==> src/common/router_consts.svh <==
`ifndef ROUTER_CONSTS_SVH
`define ROUTER_CONSTS_SVH

// router directions, E W N S
`define NUM_PORTS 4

// one flit, routing field in the top bits
`define FLIT_WIDTH 16
`define DEST_WIDTH 2

// input buffer depth is 2**FIFO_ADDR_BITS
`define FIFO_ADDR_BITS 2

// free slots left when almostFull goes high
`define ALMOST_FULL_MARGIN 1

`endif

==> src/common/routerPkg.sv <==
`include "router_consts.svh"

package routerPkg;

	// direction of a port, also used as flit destination
	typedef enum logic [`DEST_WIDTH-1:0] {
		EAST  = 2'd0,
		WEST  = 2'd1,
		NORTH = 2'd2,
		SOUTH = 2'd3
	} portId_t;

	// dest sits in the top bits, payload below
	typedef struct packed {
		portId_t dest;
		logic [`FLIT_WIDTH-`DEST_WIDTH-1:0] payload;
	} flit_t;

	// one bit per port, indexed by portId_t
	typedef logic [`NUM_PORTS-1:0] portMask_t;

endpackage

==> src/router/inputFifo.sv <==
`include "router_consts.svh"

module inputFifo import routerPkg::*; #(
	parameter int ADDR_BITS = `FIFO_ADDR_BITS
) (
	input  logic  clk,
	input  logic  reset,
	input  logic  write,
	input  flit_t writeFlit,
	input  logic  pop,
	output flit_t headFlit,
	output logic  empty,
	output logic  full,
	output logic  almostFull
);

	localparam int DEPTH = 2 ** ADDR_BITS;
	localparam logic [ADDR_BITS:0] FULL_LEVEL = (ADDR_BITS + 1)'(DEPTH);
	localparam logic [ADDR_BITS:0] AF_LEVEL = (ADDR_BITS + 1)'(DEPTH - `ALMOST_FULL_MARGIN);

	flit_t mem [DEPTH];

	logic [ADDR_BITS-1:0] rdPtr;
	logic [ADDR_BITS-1:0] wrPtr;
	logic [ADDR_BITS:0] count; // one extra bit so full is distinct from empty

	logic doWrite;
	logic doPop;

	// a write into a full buffer is dropped by the buffer itself
	assign doWrite = write && !full;
	assign doPop = pop && !empty;

	// entry storage
	always_ff @(posedge clk) begin
		if (doWrite) begin
			mem[wrPtr] <= writeFlit;
		end
	end

	always_ff @(posedge clk or posedge reset) begin
		if (reset) begin
			wrPtr <= '0;
		end else if (doWrite) begin
			wrPtr <= wrPtr + 1'b1; // wraps with the depth
		end
	end

	always_ff @(posedge clk or posedge reset) begin
		if (reset) begin
			rdPtr <= '0;
		end else if (doPop) begin
			rdPtr <= rdPtr + 1'b1;
		end
	end

	// pop and write together leave the occupancy unchanged
	always_ff @(posedge clk or posedge reset) begin
		if (reset) begin
			count <= '0;
		end else begin
			case ({doWrite, doPop})
				2'b10: count <= count + 1'b1;
				2'b01: count <= count - 1'b1;
				default: count <= count;
			endcase
		end
	end

	// oldest entry always on the output
	assign headFlit = mem[rdPtr];

	assign empty = (count == '0);
	assign full = (count == FULL_LEVEL);
	assign almostFull = (count >= AF_LEVEL);

endmodule

==> src/router/switchAllocator.sv <==
`include "router_consts.svh"

module switchAllocator import routerPkg::*; (
	input  logic                       clk,
	input  logic                       reset,
	input  flit_t   [`NUM_PORTS-1:0]   headFlit,
	input  portMask_t                  empty,
	input  portMask_t                  stalled,
	output portMask_t                  pop,
	output portMask_t                  outGrant,
	output portId_t [`NUM_PORTS-1:0]   outSel
);

	// rotating priority, first input visited this cycle
	logic [`DEST_WIDTH-1:0] token;

	// per input, one-hot output it wants, zero when the buffer is empty
	portMask_t req [`NUM_PORTS];

	always_ff @(posedge clk or posedge reset) begin
		if (reset) begin
			token <= '0;
		end else begin
			token <= token + 1'b1; // moves every clock, whether granted or not
		end
	end

	always_comb begin
		for (int i = 0; i < `NUM_PORTS; i++) begin
			if (empty[i]) begin
				req[i] = '0;
			end else begin
				req[i] = portMask_t'(1 << headFlit[i].dest);
			end
		end
	end

	// visit inputs from the token onward, first come first served per output
	always_comb begin
		portMask_t claimed;
		logic [`DEST_WIDTH-1:0] src;
		portId_t dst;

		claimed = stalled; // a stalled output looks already taken
		pop = '0;
		outGrant = '0;
		src = token;
		dst = EAST;
		for (int o = 0; o < `NUM_PORTS; o++) begin
			outSel[o] = EAST;
		end

		for (int k = 0; k < `NUM_PORTS; k++) begin
			src = token + `DEST_WIDTH'(k);
			dst = headFlit[src].dest;
			if ((req[src] & ~claimed) != '0) begin
				claimed[dst] = 1'b1;
				pop[src] = 1'b1;
				outGrant[dst] = 1'b1;
				outSel[dst] = portId_t'(src);
			end
		end
	end

endmodule

==> src/router/outputPort.sv <==
`include "router_consts.svh"

module outputPort import routerPkg::*; (
	input  logic                     clk,
	input  logic                     reset,
	input  flit_t [`NUM_PORTS-1:0]   heads,
	input  logic                     grant,
	input  portId_t                  sel,
	input  logic                     nextFull,
	input  logic                     nextAlmostFull,
	output flit_t                    dataOut,
	output logic                     opWrite,
	output logic                     stalled
);

	flit_t muxFlit;

	// crossbar leg for this direction
	assign muxFlit = heads[sel];

	always_ff @(posedge clk or posedge reset) begin
		if (reset) begin
			dataOut <= '0;
		end else if (grant) begin
			dataOut <= muxFlit; // holds last flit between writes
		end
	end

	always_ff @(posedge clk or posedge reset) begin
		if (reset) begin
			opWrite <= 1'b0;
		end else begin
			opWrite <= grant;
		end
	end

	// downstream full, or almost full with a write already going out
	always_ff @(posedge clk or posedge reset) begin
		if (reset) begin
			stalled <= 1'b0;
		end else begin
			stalled <= nextFull || (nextAlmostFull && opWrite);
		end
	end

endmodule

==> src/router/nocRouter.sv <==
`include "router_consts.svh"

module nocRouter import routerPkg::*; (
	input  logic  clk,
	input  logic  reset,

	input  logic  writeE,
	input  flit_t dataInE,
	output logic  fullE,
	output logic  almostFullE,
	input  logic  nextFullE,
	input  logic  nextAlmostFullE,
	output flit_t dataOutE,
	output logic  opWriteE,

	input  logic  writeW,
	input  flit_t dataInW,
	output logic  fullW,
	output logic  almostFullW,
	input  logic  nextFullW,
	input  logic  nextAlmostFullW,
	output flit_t dataOutW,
	output logic  opWriteW,

	input  logic  writeN,
	input  flit_t dataInN,
	output logic  fullN,
	output logic  almostFullN,
	input  logic  nextFullN,
	input  logic  nextAlmostFullN,
	output flit_t dataOutN,
	output logic  opWriteN,

	input  logic  writeS,
	input  flit_t dataInS,
	output logic  fullS,
	output logic  almostFullS,
	input  logic  nextFullS,
	input  logic  nextAlmostFullS,
	output flit_t dataOutS,
	output logic  opWriteS
);

	flit_t [`NUM_PORTS-1:0] heads; // head flit of each input buffer
	portMask_t empty;
	portMask_t pop;
	portMask_t outGrant;
	portMask_t stalled;
	portId_t [`NUM_PORTS-1:0] outSel;

	// input buffers
	inputFifo fifoE (
		.clk(clk), .reset(reset),
		.write(writeE), .writeFlit(dataInE), .pop(pop[EAST]),
		.headFlit(heads[EAST]), .empty(empty[EAST]),
		.full(fullE), .almostFull(almostFullE)
	);

	inputFifo fifoW (
		.clk(clk), .reset(reset),
		.write(writeW), .writeFlit(dataInW), .pop(pop[WEST]),
		.headFlit(heads[WEST]), .empty(empty[WEST]),
		.full(fullW), .almostFull(almostFullW)
	);

	inputFifo fifoN (
		.clk(clk), .reset(reset),
		.write(writeN), .writeFlit(dataInN), .pop(pop[NORTH]),
		.headFlit(heads[NORTH]), .empty(empty[NORTH]),
		.full(fullN), .almostFull(almostFullN)
	);

	inputFifo fifoS (
		.clk(clk), .reset(reset),
		.write(writeS), .writeFlit(dataInS), .pop(pop[SOUTH]),
		.headFlit(heads[SOUTH]), .empty(empty[SOUTH]),
		.full(fullS), .almostFull(almostFullS)
	);

	switchAllocator alloc (
		.clk(clk),
		.reset(reset),
		.headFlit(heads),
		.empty(empty),
		.stalled(stalled),
		.pop(pop),
		.outGrant(outGrant),
		.outSel(outSel)
	);

	// output stage, one per direction
	outputPort outE (
		.clk(clk), .reset(reset),
		.heads(heads), .grant(outGrant[EAST]), .sel(outSel[EAST]),
		.nextFull(nextFullE), .nextAlmostFull(nextAlmostFullE),
		.dataOut(dataOutE), .opWrite(opWriteE), .stalled(stalled[EAST])
	);

	outputPort outW (
		.clk(clk), .reset(reset),
		.heads(heads), .grant(outGrant[WEST]), .sel(outSel[WEST]),
		.nextFull(nextFullW), .nextAlmostFull(nextAlmostFullW),
		.dataOut(dataOutW), .opWrite(opWriteW), .stalled(stalled[WEST])
	);

	outputPort outN (
		.clk(clk), .reset(reset),
		.heads(heads), .grant(outGrant[NORTH]), .sel(outSel[NORTH]),
		.nextFull(nextFullN), .nextAlmostFull(nextAlmostFullN),
		.dataOut(dataOutN), .opWrite(opWriteN), .stalled(stalled[NORTH])
	);

	outputPort outS (
		.clk(clk), .reset(reset),
		.heads(heads), .grant(outGrant[SOUTH]), .sel(outSel[SOUTH]),
		.nextFull(nextFullS), .nextAlmostFull(nextAlmostFullS),
		.dataOut(dataOutS), .opWrite(opWriteS), .stalled(stalled[SOUTH])
	);

endmodule

==> config.mk <==
export PLATFORM = sky130hd
export DESIGN_NAME = nocRouter
export DESIGN_NICKNAME = d
export VERILOG_FILES = /design/src/common/routerPkg.sv /design/src/router/inputFifo.sv /design/src/router/switchAllocator.sv /design/src/router/outputPort.sv /design/src/router/nocRouter.sv
export VERILOG_INCLUDE_DIRS = /design/src /design/src/common
export SDC_FILE = /design/constraint.sdc
export NUM_CORES = 1
export LEC_CHECK = 0
export ABC_AREA = 1
export BUFFER_PORTS_ARGS = -buffer_cell sky130_fd_sc_hd__buf_2
export CORE_UTILIZATION = 60
export CTS_CLUSTER_DIAMETER = 100
export DETAILED_ROUTE_END_ITERATION = 8
export PLACE_DENSITY = 0.82
export SKIP_LAST_GASP = 1
export SLEW_MARGIN = 20
export SYNTH_ARGS = -nofsm -noshare
export SYNTH_HDL_FRONTEND = slang
export SYNTH_HIERARCHICAL = 1
export SYNTH_SLANG_ARGS = --single-unit
==> constraint.sdc <==
create_clock -name clk -period 3.75 [get_ports clk]
set_input_delay 0.75 -clock clk [delete_from_list [all_inputs] [get_ports clk]]
set_output_delay 0.75 -clock clk [all_outputs]
set_load 0.005 [all_outputs]
==> results.toml, run 1 <==
[sta]
rsz0062_at_grt = "false"
finalSetupTns_ns = 0
fmax_ghz = 0.2925
fin_crit_sh = 0.9115
setup_viol = 0
tightest_slew_ns = 1.006
fin_skew_ns = 0.01913
slew-limit-headroom = 0.3289
hold_slack_ns = 0.2901
maxSlewViolCount = 0
post-route-min-period_ns = 3.418
finalHoldViolCount = 0

[synthesis]
synth-async-reset-ratio = 0.2849
yosysWarnings = 6
syn_nets = 2403
ys_seq_elements = 358
synth_edf_count = 256
syn_inst = 2297
synth_ff_type = "edfxtp_1"
synth_seq_area_share = 0.5209
ys_types = 34
synth_area_um2 = 19660
synth.avg_cell_area_um2 = 8.558

[power_and_ir_drop]
power_density_nw_per_um2 = 1013
peakVddDrop_mv = 0.5817
p_leak_nw = 11.16

[finish]
final_cell_mix = "787 x nand2_1, 475 x inv_1, 256 x edfxtp_1"
stdcell_area_um2 = 21820
final_common_cell = "nand2_1"
stdcell_count = 2909
diodes = 0
syn2layout_area_growth_pct = 11.01
drive_above_1_share = 0.1714
nNetsFinal = 2551

[grt]
grt_max_degree = 58
antenna_found_initial = 2
grt_pass1_wl_um = 78450
grt_util_all_layers = 0.3042
grt_remaining_overflow = 0
first_global_vias = 15000

[place]
dpl.hpwl_um = 36290
post-place-cells = 2841
numPortBuffers = 153
dpl-instance-area_um2 = 20600
place.gp.congestion = 0.9259

[setup_path]
crit_required_ns = 4.15
reg2reg_depth = 24
crit_arrival_ns = 3.82
critPathLaunchType = "register"
path_class = "register to register"
cp_max_fo = 9
cp-end-kind = "register"

[drt]
wl_met2_um = 24340
vias = 15720
routedWlPerCell_um = 17.46
dr.pass1.iters = 5
routed_wl_um = 50780
initialDrtViolationCount = 1341
top_layer = "met5"
wl_met3_um = 3530
routed_via_density = 5.403
drc = 0
wl_met1_um = 20660
ant_nets = 0

[floorplan]
die_h_um = 183.0
fp.dieArea_um2 = 33490
row_count = 65
start_util = 0.6166
die_x_um = 183.0
io_pins = 154
core_area_um2 = 31880

[clock_tree]
cts_hold_buf = 0
cts_buffer_depth = 3
clock-root-buffer = "clkbuf_16"
cts_tree = "built"
clock_latency_ns = 0.53
cts_made_buffers = 37
postCtsSetupBuffers = 0
htreeDepth = 2
path_clk_slew_ns = 0.06
cts_resized = 0
clock-sinks = 358

[run_status]
outcome = "complete, no violations"

[min_path]
hp-class = "input port to async pin"

[run]
drv_cap = 0
-- synthesized netlist by cell type (4+ instances only) --
cell	n	share of area
nor2_4	4	0.0023
buf_4	25	0.0095
dfrtp_1	102	0.13
nand2_2	51	0.016
o21ai_1	7	0.0018
buf_2	18	0.0046
o211ai_2	20	0.013
nor2_1	49	0.0094
ha_1	24	0.015
nand2_1	793	0.15
xnor2_1	4	0.0018
clkbuf_1	5	0.00095
fa_1	4	0.0041
edfxtp_1	256	0.39
nand4_1	15	0.0048
buf_6	51	0.029
o21ai_0	13	0.0033
nand3_2	12	0.0061
o211ai_1	113	0.043
nand3_1	197	0.050
inv_2	26	0.0050
inv_6	4	0.0018
a21o_1	4	0.0015
inv_1	477	0.091
nand2_4	5	0.0029
-- final timing paths --
kind / start / slack [ns] / end
min reg2reg: outS/dataOut[4] / 0.48 / outS/dataOut[4]
max reg2reg: fifoS/rdPtr[0] / 0.33 / fifoS/count[2]
min in group clk: nextFullW / 0.41 / outW/stalled
min: reset / 0.29 / alloc/token[0]
max in group asynchronous: reset / 2.56 / outN/dataOut[6]
max: fifoS/rdPtr[0] / 0.33 / fifoS/count[2]
-- flip-flops by register name (all words and copies together), names as in the netlist, 3 cells and up --
name	count
fifoE/mem	64
fifoN/mem	64
fifoS/mem	64
fifoW/mem	64
outE/dataOut	16
outN/dataOut	16
outS/dataOut	16
outW/dataOut	16
fifoE/count	3
fifoN/count	3
fifoS/count	3
fifoW/count	3
-- area by class of cell --
| type | instances | area [um^2] |
|---|---|---|
| flip-flops and latches | 358 | 10240 |
| fillers | 2519 | 10060 |
| multi-input cells | 1332 | 6670 |
| inverters | 507 | 1926 |
| repair buffers | 209 | 1249 |
| clock buffers | 49 | 1044 |
| well taps | 435 | 544.3 |
| clock inverters | 19 | 150.1 |
-- through the flow --
stage | utilization | power (mW) | setup slack [ns]
6_report | 0.6845 | 22.10 | 0.3317
5_1_grt | 0.6845 | 23.65 | 0.07341
4_1_cts | 0.6836 | 21.90 | 0.1172
3_5_place_dp | 0.6462 | 18.23 | 0.1248
3_3_place_gp | 0.6462 | 17.85 | 0.2401
2_1_floorplan | - | 14.95 | 0.5904
-- cell families after synthesis --
family          count (synthesis)  synth area share
flops                         358            0.5209
buf+inv                       607            0.1429
simple gates                 1137            0.2501
fa+ha+maj                      28           0.01935
compound gates                163           0.06498
xor+xnor                        4          0.001782
-- per-layer routing --
metal	vias to the layer above	global-route usage
met3	141	0.04190
met2	651	0.5080
met5	-	0
met1	7454	0.3933
li1	7467	-
met4	4	0.1460
-- where the power goes --
part / total, mW / switching [mW] / internal [mW]
logic: 12.5 / 8.61 / 3.85
registers: 6.03 / 0.578 / 5.45
clock network: 3.60 / 1.50 / 2.10
-- worst max-delay path, stage by stage, from the launching register on --
cell and delay (ns):
dfrtp_1 0.40, inv_2 0.15, nand2_1 0.09, o211ai_2 0.06, nand2_1 0.18, nor2_2 0.29
nand3_1 0.11, nand2_1 0.10, nand2_1 0.05, nand2_1 0.17, nand3_1 0.14, nand2_2 0.11
nor2_4 0.05, nor2_1 0.08, nor2_1 0.05, nand3_1 0.17, nand2_1 0.10, inv_1 0.07
ha_1 0.16, inv_1 0.07, fa_1 0.39, nand2_1 0.10, nand3_1 0.08, nand2_1 0.07
nand2_1 0.06
No activity file was read; power rests on OpenSTA's default activity.
==> inputs of run 2 (changes only) <==
- HOLD_SLACK_MARGIN: unset -> 0.06
- RECOVER_POWER: unset -> 100
==> run 2 against run 1 <==
The flow now finishes with violations (max-capacitance violations, max-slew violations). Power fell by 0.50%. Maximum frequency fell by 2.2%. Setup slack got worse by 0.075 ns. Final cell count did not move. Critical endpoint is now outN/dataOut[0]. Combinational power barely moved. Sequential share of layout area rose by 0.45 points. Sequential power barely moved. Register-to-register slack got worse by 0.08 ns. Clock power barely moved. Highest routed layer unchanged. Wire length rose by 0.28%.
==> results.toml, run 2 (synthesis gave the netlist of run 1 again) <==
[sta]
slew-limit-headroom = -0.1472
tightest_slew_ns = 1.715
rsz0062_at_grt = "false"
maxSlewViolCount = 171
setup_viol = 0
fin_skew_ns = 0.02056
finalHoldViolCount = 0
finalSetupTns_ns = 0
fin_crit_sh = 0.9316
post-route-min-period_ns = 3.493
fmax_ghz = 0.2863

[grt]
grt_max_degree = 58
antenna_found_initial = 1
grt_util_all_layers = 0.3042
grt_pass1_wl_um = 78450
first_global_vias = 15000
grt_remaining_overflow = 0

[clock_tree]
htreeDepth = 2
cts_resized = 0
cts_buffer_depth = 3
postCtsSetupBuffers = 0
clock_latency_ns = 0.53
cts_hold_buf = 0
cts_made_buffers = 37
cts_tree = "built"
path_clk_slew_ns = 0.06
clock-root-buffer = "clkbuf_16"
clock-sinks = 358

[place]
numPortBuffers = 153
dpl.hpwl_um = 36290
place.gp.congestion = 0.9259

[drt]
wl_met3_um = 3625
top_layer = "met5"
initialDrtViolationCount = 1310
drc = 0
wl_met2_um = 24480
ant_nets = 0
wl_met1_um = 20520
dr.pass1.iters = 6
vias = 15820
routedWlPerCell_um = 17.51
routed_via_density = 5.437
routed_wl_um = 50920

[setup_path]
path_cells = "inv_2, nand2_1, o211ai_2, nand2_1, nor2_2, nand3_1, nand2_1, nand2_1, nand2_1, nand3_1, clkbuf_1, nand3_1, o211ai_1, buf_12, inv_2, nand2_1, nand3_1, nand2_1, nand2_1, nand2_1"
cp_max_fo = 33
crit_family = "simple AND/OR/NAND/NOR gates"
crit_buf_inv = 4
reg2reg_depth = 20
critPathLaunchType = "register"
crit_path_frequent_cell = "nand2_1"
crit_arrival_ns = 3.90
path_class = "register to register"
r2r_slack_ns = 0.26
cp-end-kind = "register"
crit_required_ns = 4.15
slowest_delay_ns = 0.49
cpMaxStageDelayCell = "inv_2"
path_depth = 20

[finish]
drive_above_1_share = 0.1196
diodes = 0
syn2layout_area_growth_pct = 9.954
final_common_cell = "nand2_1"
final_cell_mix = "789 x nand2_1, 480 x inv_1, 256 x edfxtp_1"
fin_util = 0.6780
nNetsFinal = 2551

[run_status]
violations = "max-capacitance violations, max-slew violations"
outcome = "finished with violations"

[floorplan]
start_util = 0.6166
io_pins = 154
fp.dieArea_um2 = 33490
die_h_um = 183.0
row_count = 65
core_area_um2 = 31880
die_x_um = 183.0

[power_and_ir_drop]
p_leak_nw = 10.85
p_sw_mw = 10.69
p_int_mw = 11.30
clkPwrFrac = 0.164
switching_share = 0.4860
power_density_nw_per_um2 = 1017
comb_power_share = 0.561
p_seq_frac = 0.275
peakVddDrop_mv = 0.5936

[min_path]
whs_path_depth = 2
hp-class = "input port to register"

[run]
drv_cap = 13
[run 2: power groups by stage]
stage / clock [mW] / sequential (mW) / combinational, mW
4_1_cts: 3.64 / 6.02 / 12.2
5_1_grt: 3.81 / 6.12 / 13.6
2_1_floorplan: 0 / 5.91 / 9.04
3_5_place_dp: 0 / 6.08 / 12.1
3_3_place_gp: 0 / 6.05 / 11.8
6_report: 3.60 / 6.05 / 12.3
[run 2: area by class of cell]
cell class / count / area, um^2
Inverter: 507 / 1921
Clock buffer: 49 / 1044
Sequential cell: 358 / 10240
Timing Repair Buffer: 209 / 1091
Fill cell: 2594 / 10260
Clock inverter: 19 / 150.1
Multi-Input combinational cell: 1332 / 6625
Tap cell: 435 / 544.3
[run 2: worst paths after layout]
path	to	from
worst max-delay path	outN/dataOut[0]	fifoS/rdPtr[0]
worst min-delay path	outW/stalled	nextFullW
worst max register to register	outN/dataOut[0]	fifoS/rdPtr[0]
worst min register to register	fifoN/count[0]	fifoN/count[0]
max in group asynchronous	outN/dataOut[6]	reset
min in group asynchronous	alloc/token[0]	reset
[run 2: metrics by stage]
| stage | hold slack [ns] | instance area (um^2) | total power [mW] | worst slack, ns | std cells |
|---|---|---|---|---|---|
| final | 0.4124 | 21620 | 21.99 | 0.2566 | 2909 |
| after global routing | 0.4108 | 21620 | 23.51 | 0.03985 | 2909 |
| after CTS | 0.2700 | 21790 | 21.90 | 0.1172 | 2909 |
| after detailed placement | 0.4616 | 20600 | 18.23 | 0.1248 | 2841 |
| after global placement | 0.4588 | 20600 | 17.85 | 0.2401 | 2841 |
| after floorplan | 0.4663 | 19660 | 14.95 | 0.5904 | 2297 |
[run 2: metal layers]
| layer | track usage | vias up |
|---|---|---|
| met4 | 0.1460 | 2 |
| met2 | 0.5080 | 681 |
| li1 | - | 7473 |
| met3 | 0.04190 | 143 |
| met1 | 0.3933 | 7517 |
| met5 | 0 | - |
==> inputs of run 3 (changes only) <==
- ABC_AREA: 1 -> unset
- CORE_ASPECT_RATIO: unset -> 2
- PLACE_DENSITY: 0.82 -> 0.91
==> run 3 against run 2 <==
The run ends with negative setup slack left. Worst hold slack lost 0.057 ns. Wire length shrank 2.6%. First-iteration DRC count shrank 30%. Clock power shrank 11%. Area after synthesis shrank 10%. Sequential share of layout area grew 2.6 points. Global-route usage grew 3.8 points. Via count shrank 28%. Combinational power shrank 11%. Sequential cell count is the same. Die area shrank 10%. Setup slack lost 0.59 ns. Critical endpoint is now fifoW/count[2].
==> results.toml, run 3 <==
[sta]
finalHoldViolCount = 0
finalSetupTns_ns = -2.001
fmax_ghz = 0.2448
maxSlewViolCount = 0
tightest_slew_ns = 1.327
slew-limit-headroom = 0.1150
post-route-min-period_ns = 4.085
rsz0062_at_grt = "true"
fin_skew_ns = 0.02201
fin_crit_sh = 1.089
setup_viol = 8
setup_slack_ns = -0.3354

[synthesis]
synth-async-reset-ratio = 0.2849
synth_area_um2 = 17600
synth.most_common_cell = "edfxtp_1"
ys_types = 71
synthTopCellsByCount = "256 x edfxtp_1, 138 x mux2i_1, 102 x dfrtp_1"
synth_edf_count = 256
syn_inst = 1074
synth.avg_cell_area_um2 = 16.38
ys_seq_elements = 358
syn_nets = 1180
synth_seq_area_share = 0.5819
ys_top_cells_by_area = "edfxtp_1 44%, dfrtp_1 15%, mux2i_1 7.8%, mux4_1 4.8%, mux4_2 4.5%"
yosysTopAreaCell = "edfxtp_1"
synth_ff_type = "edfxtp_1"
yosysWarnings = 6
synth_top_area_frac = 0.4369

[setup_path]
crit_required_ns = 4.20
r2r_end = "fifoW/count[2]"
cp_max_fo = 5
endpoint = "fifoW/count[2]"
cp-end-kind = "register"
crit_path_start = "fifoN/rdPtr[0]"
critPathLaunchType = "register"
path_cells = "buf_6, mux4_2, or3b_4, mux4_2, nor2b_4, a32o_2, o21ai_2, o2111ai_2, buf_4, o31a_4, ha_4, inv_2, fa_2, xor2_1, nor2_1, xor2_1"
reg2reg_from = "fifoN/rdPtr[0]"
cpMaxStageDelayCell = "mux4_2"
crit_arrival_ns = 4.54
slowest_delay_ns = 0.61
reg2reg_depth = 16
r2r_slack_ns = -0.34
path_class = "register to register"

[grt]
grt_pass1_wl_um = 72980
grt_util_all_layers = 0.3423
first_global_vias = 12100
antenna_found_initial = 1
grt_max_degree = 21
grt_remaining_overflow = 0

[floorplan]
die_x_um = 123.1
die_h_um = 244.2
core_area_um2 = 28850
row_count = 88
io_pins = 154
fp.dieArea_um2 = 30060
start_util = 0.6100

[drt]
routed_via_density = 6.516
dr.pass1.iters = 5
initialDrtViolationCount = 916
routedWlPerCell_um = 28.54
vias = 11320
routed_wl_um = 49580
ant_nets = 0
drc = 0

[clock_tree]
htreeDepth = 1
path_clk_slew_ns = 0.07
clock-sinks = 358
cts_tree = "built"
cts_made_buffers = 29
clock_latency_ns = 0.58
cts_buffer_depth = 3
clock-root-buffer = "clkbuf_16"
cts_hold_buf = 0

[run_status]
violations = "negative setup slack"
outcome = "finished with violations"

[power_and_ir_drop]
power_density_nw_per_um2 = 985.0
peakVddDrop_mv = 0.6706
p_leak_nw = 7.522
power.total_mw = 20.20

[finish]
stdcell_count = 1737
final_cell_mix = "256 x edfxtp_1, 143 x buf_4, 137 x mux2i_1"
drive_above_1_share = 0.3038
final_common_cell = "edfxtp_1"
nNetsFinal = 1460
syn2layout_area_growth_pct = 16.52

[run]
drv_cap = 0

[place]
post-place-cells = 1662
place.gp.congestion = 1.009
numPortBuffers = 153
dpl.hpwl_um = 35220

[min_path]
hp-class = "input port to register"
==> run 3: cell count changes in the layout (fill, tap and decap cells not counted), sizes merged, moves of 64 or more <==
cell    delta
nand3    -201
mux4      +67
o211ai   -131
nand2    -830
nand2b    +71
inv      -465
mux2i    +138
buf       +89
o221ai    +64
==> run 3: repair_timing <==
item,in CTS,in global routing
setup buffers,15,6
pin swaps,10,7
gates resized for setup,34,18
setup endpoints to repair,49,46
==> run 3: logic make-up (layout without fill, tap and decap cells) <==
logic type / Yosys count / after routing / synth area share
adder cells (fa/ha/maj): 28 / 28 / 0.02162
buffers and inverters: 106 / 408 / 0.04984
other: 0 / 1 / 0
flip-flops: 358 / 358 / 0.5819
multiplexers: 210 / 210 / 0.1751
XOR/XNOR: 24 / 24 / 0.01195
AO/OA/AOI/OAI: 150 / 150 / 0.08149
AND/OR/NAND/NOR: 198 / 198 / 0.07807
==> run 3: stage by stage <==
step	util	worst slack [ns]	hold WS [ns]	area [um^2]
after global placement	0.6707	-0.4553	0.4535	19350
after floorplan	-	-0.1528	0.4734	17670
after detailed placement	0.6707	-0.6158	0.4626	19350
after CTS	0.7141	-0.2793	0.1781	20600
final	0.7107	-0.3354	0.3558	20500
after global routing	0.7107	-0.4001	0.3520	20500
==> run 3: final cells by class <==
cell class | count | area [um^2]
clock inverter | 17 | 226.5
fill | 1862 | 8344
inverter | 42 | 160.2
sequential | 358 | 10240
multi-input combinational | 610 | 6750
clock buffer | 36 | 752.0
antenna | 1 | 2.502
timing repair buffer | 313 | 1921
tap | 360 | 450.4
==> run 3: per-layer routing <==
layer,share of wire,GRT usage,wire length [um],vias to the layer above
li1,-,-,-,4796
met4,0.096,0.2778,4768,0
met3,0.065,0.05854,3215,242
met2,0.52,0.5846,25600,600
met5,0,0,0,-
met1,0.32,0.3635,16000,5681
==> run 3: how the worst min path moves through the flow <==
stage                             from             end  slack, ns  depth (start not counted)
after floorplan           outE/opWrite    outE/stalled       0.47                          1
after global placement    outE/opWrite    outE/stalled       0.45                          1
after detailed placement  outN/opWrite    outN/stalled       0.46                          1
after CTS                        reset  alloc/token[0]       0.18                          2
after global routing         nextFullW    outW/stalled       0.35                          2
final                        nextFullW    outW/stalled       0.36                          2
==> run 3: critical path, delay by kind of cell (launching register included) <==
kind / cells / cell delay (ns)
multiplexers: 2 / 1.15
adder cells (fa/ha/maj): 2 / 0.39
AO/OA/AOI/OAI: 4 / 0.65
AND/OR/NAND/NOR: 3 / 0.69
flip-flops: 1 / 0.40
buffers and inverters: 3 / 0.36
XOR/XNOR: 2 / 0.31
==> run 3: report_power, final <==
part | switching, mW | internal, mW | total [mW]
registers | 0.627 | 5.47 | 6.10
clock network | 1.42 | 1.78 | 3.20
logic | 6.09 | 4.81 | 10.9
total | 8.13 | 12.1 | 20.2
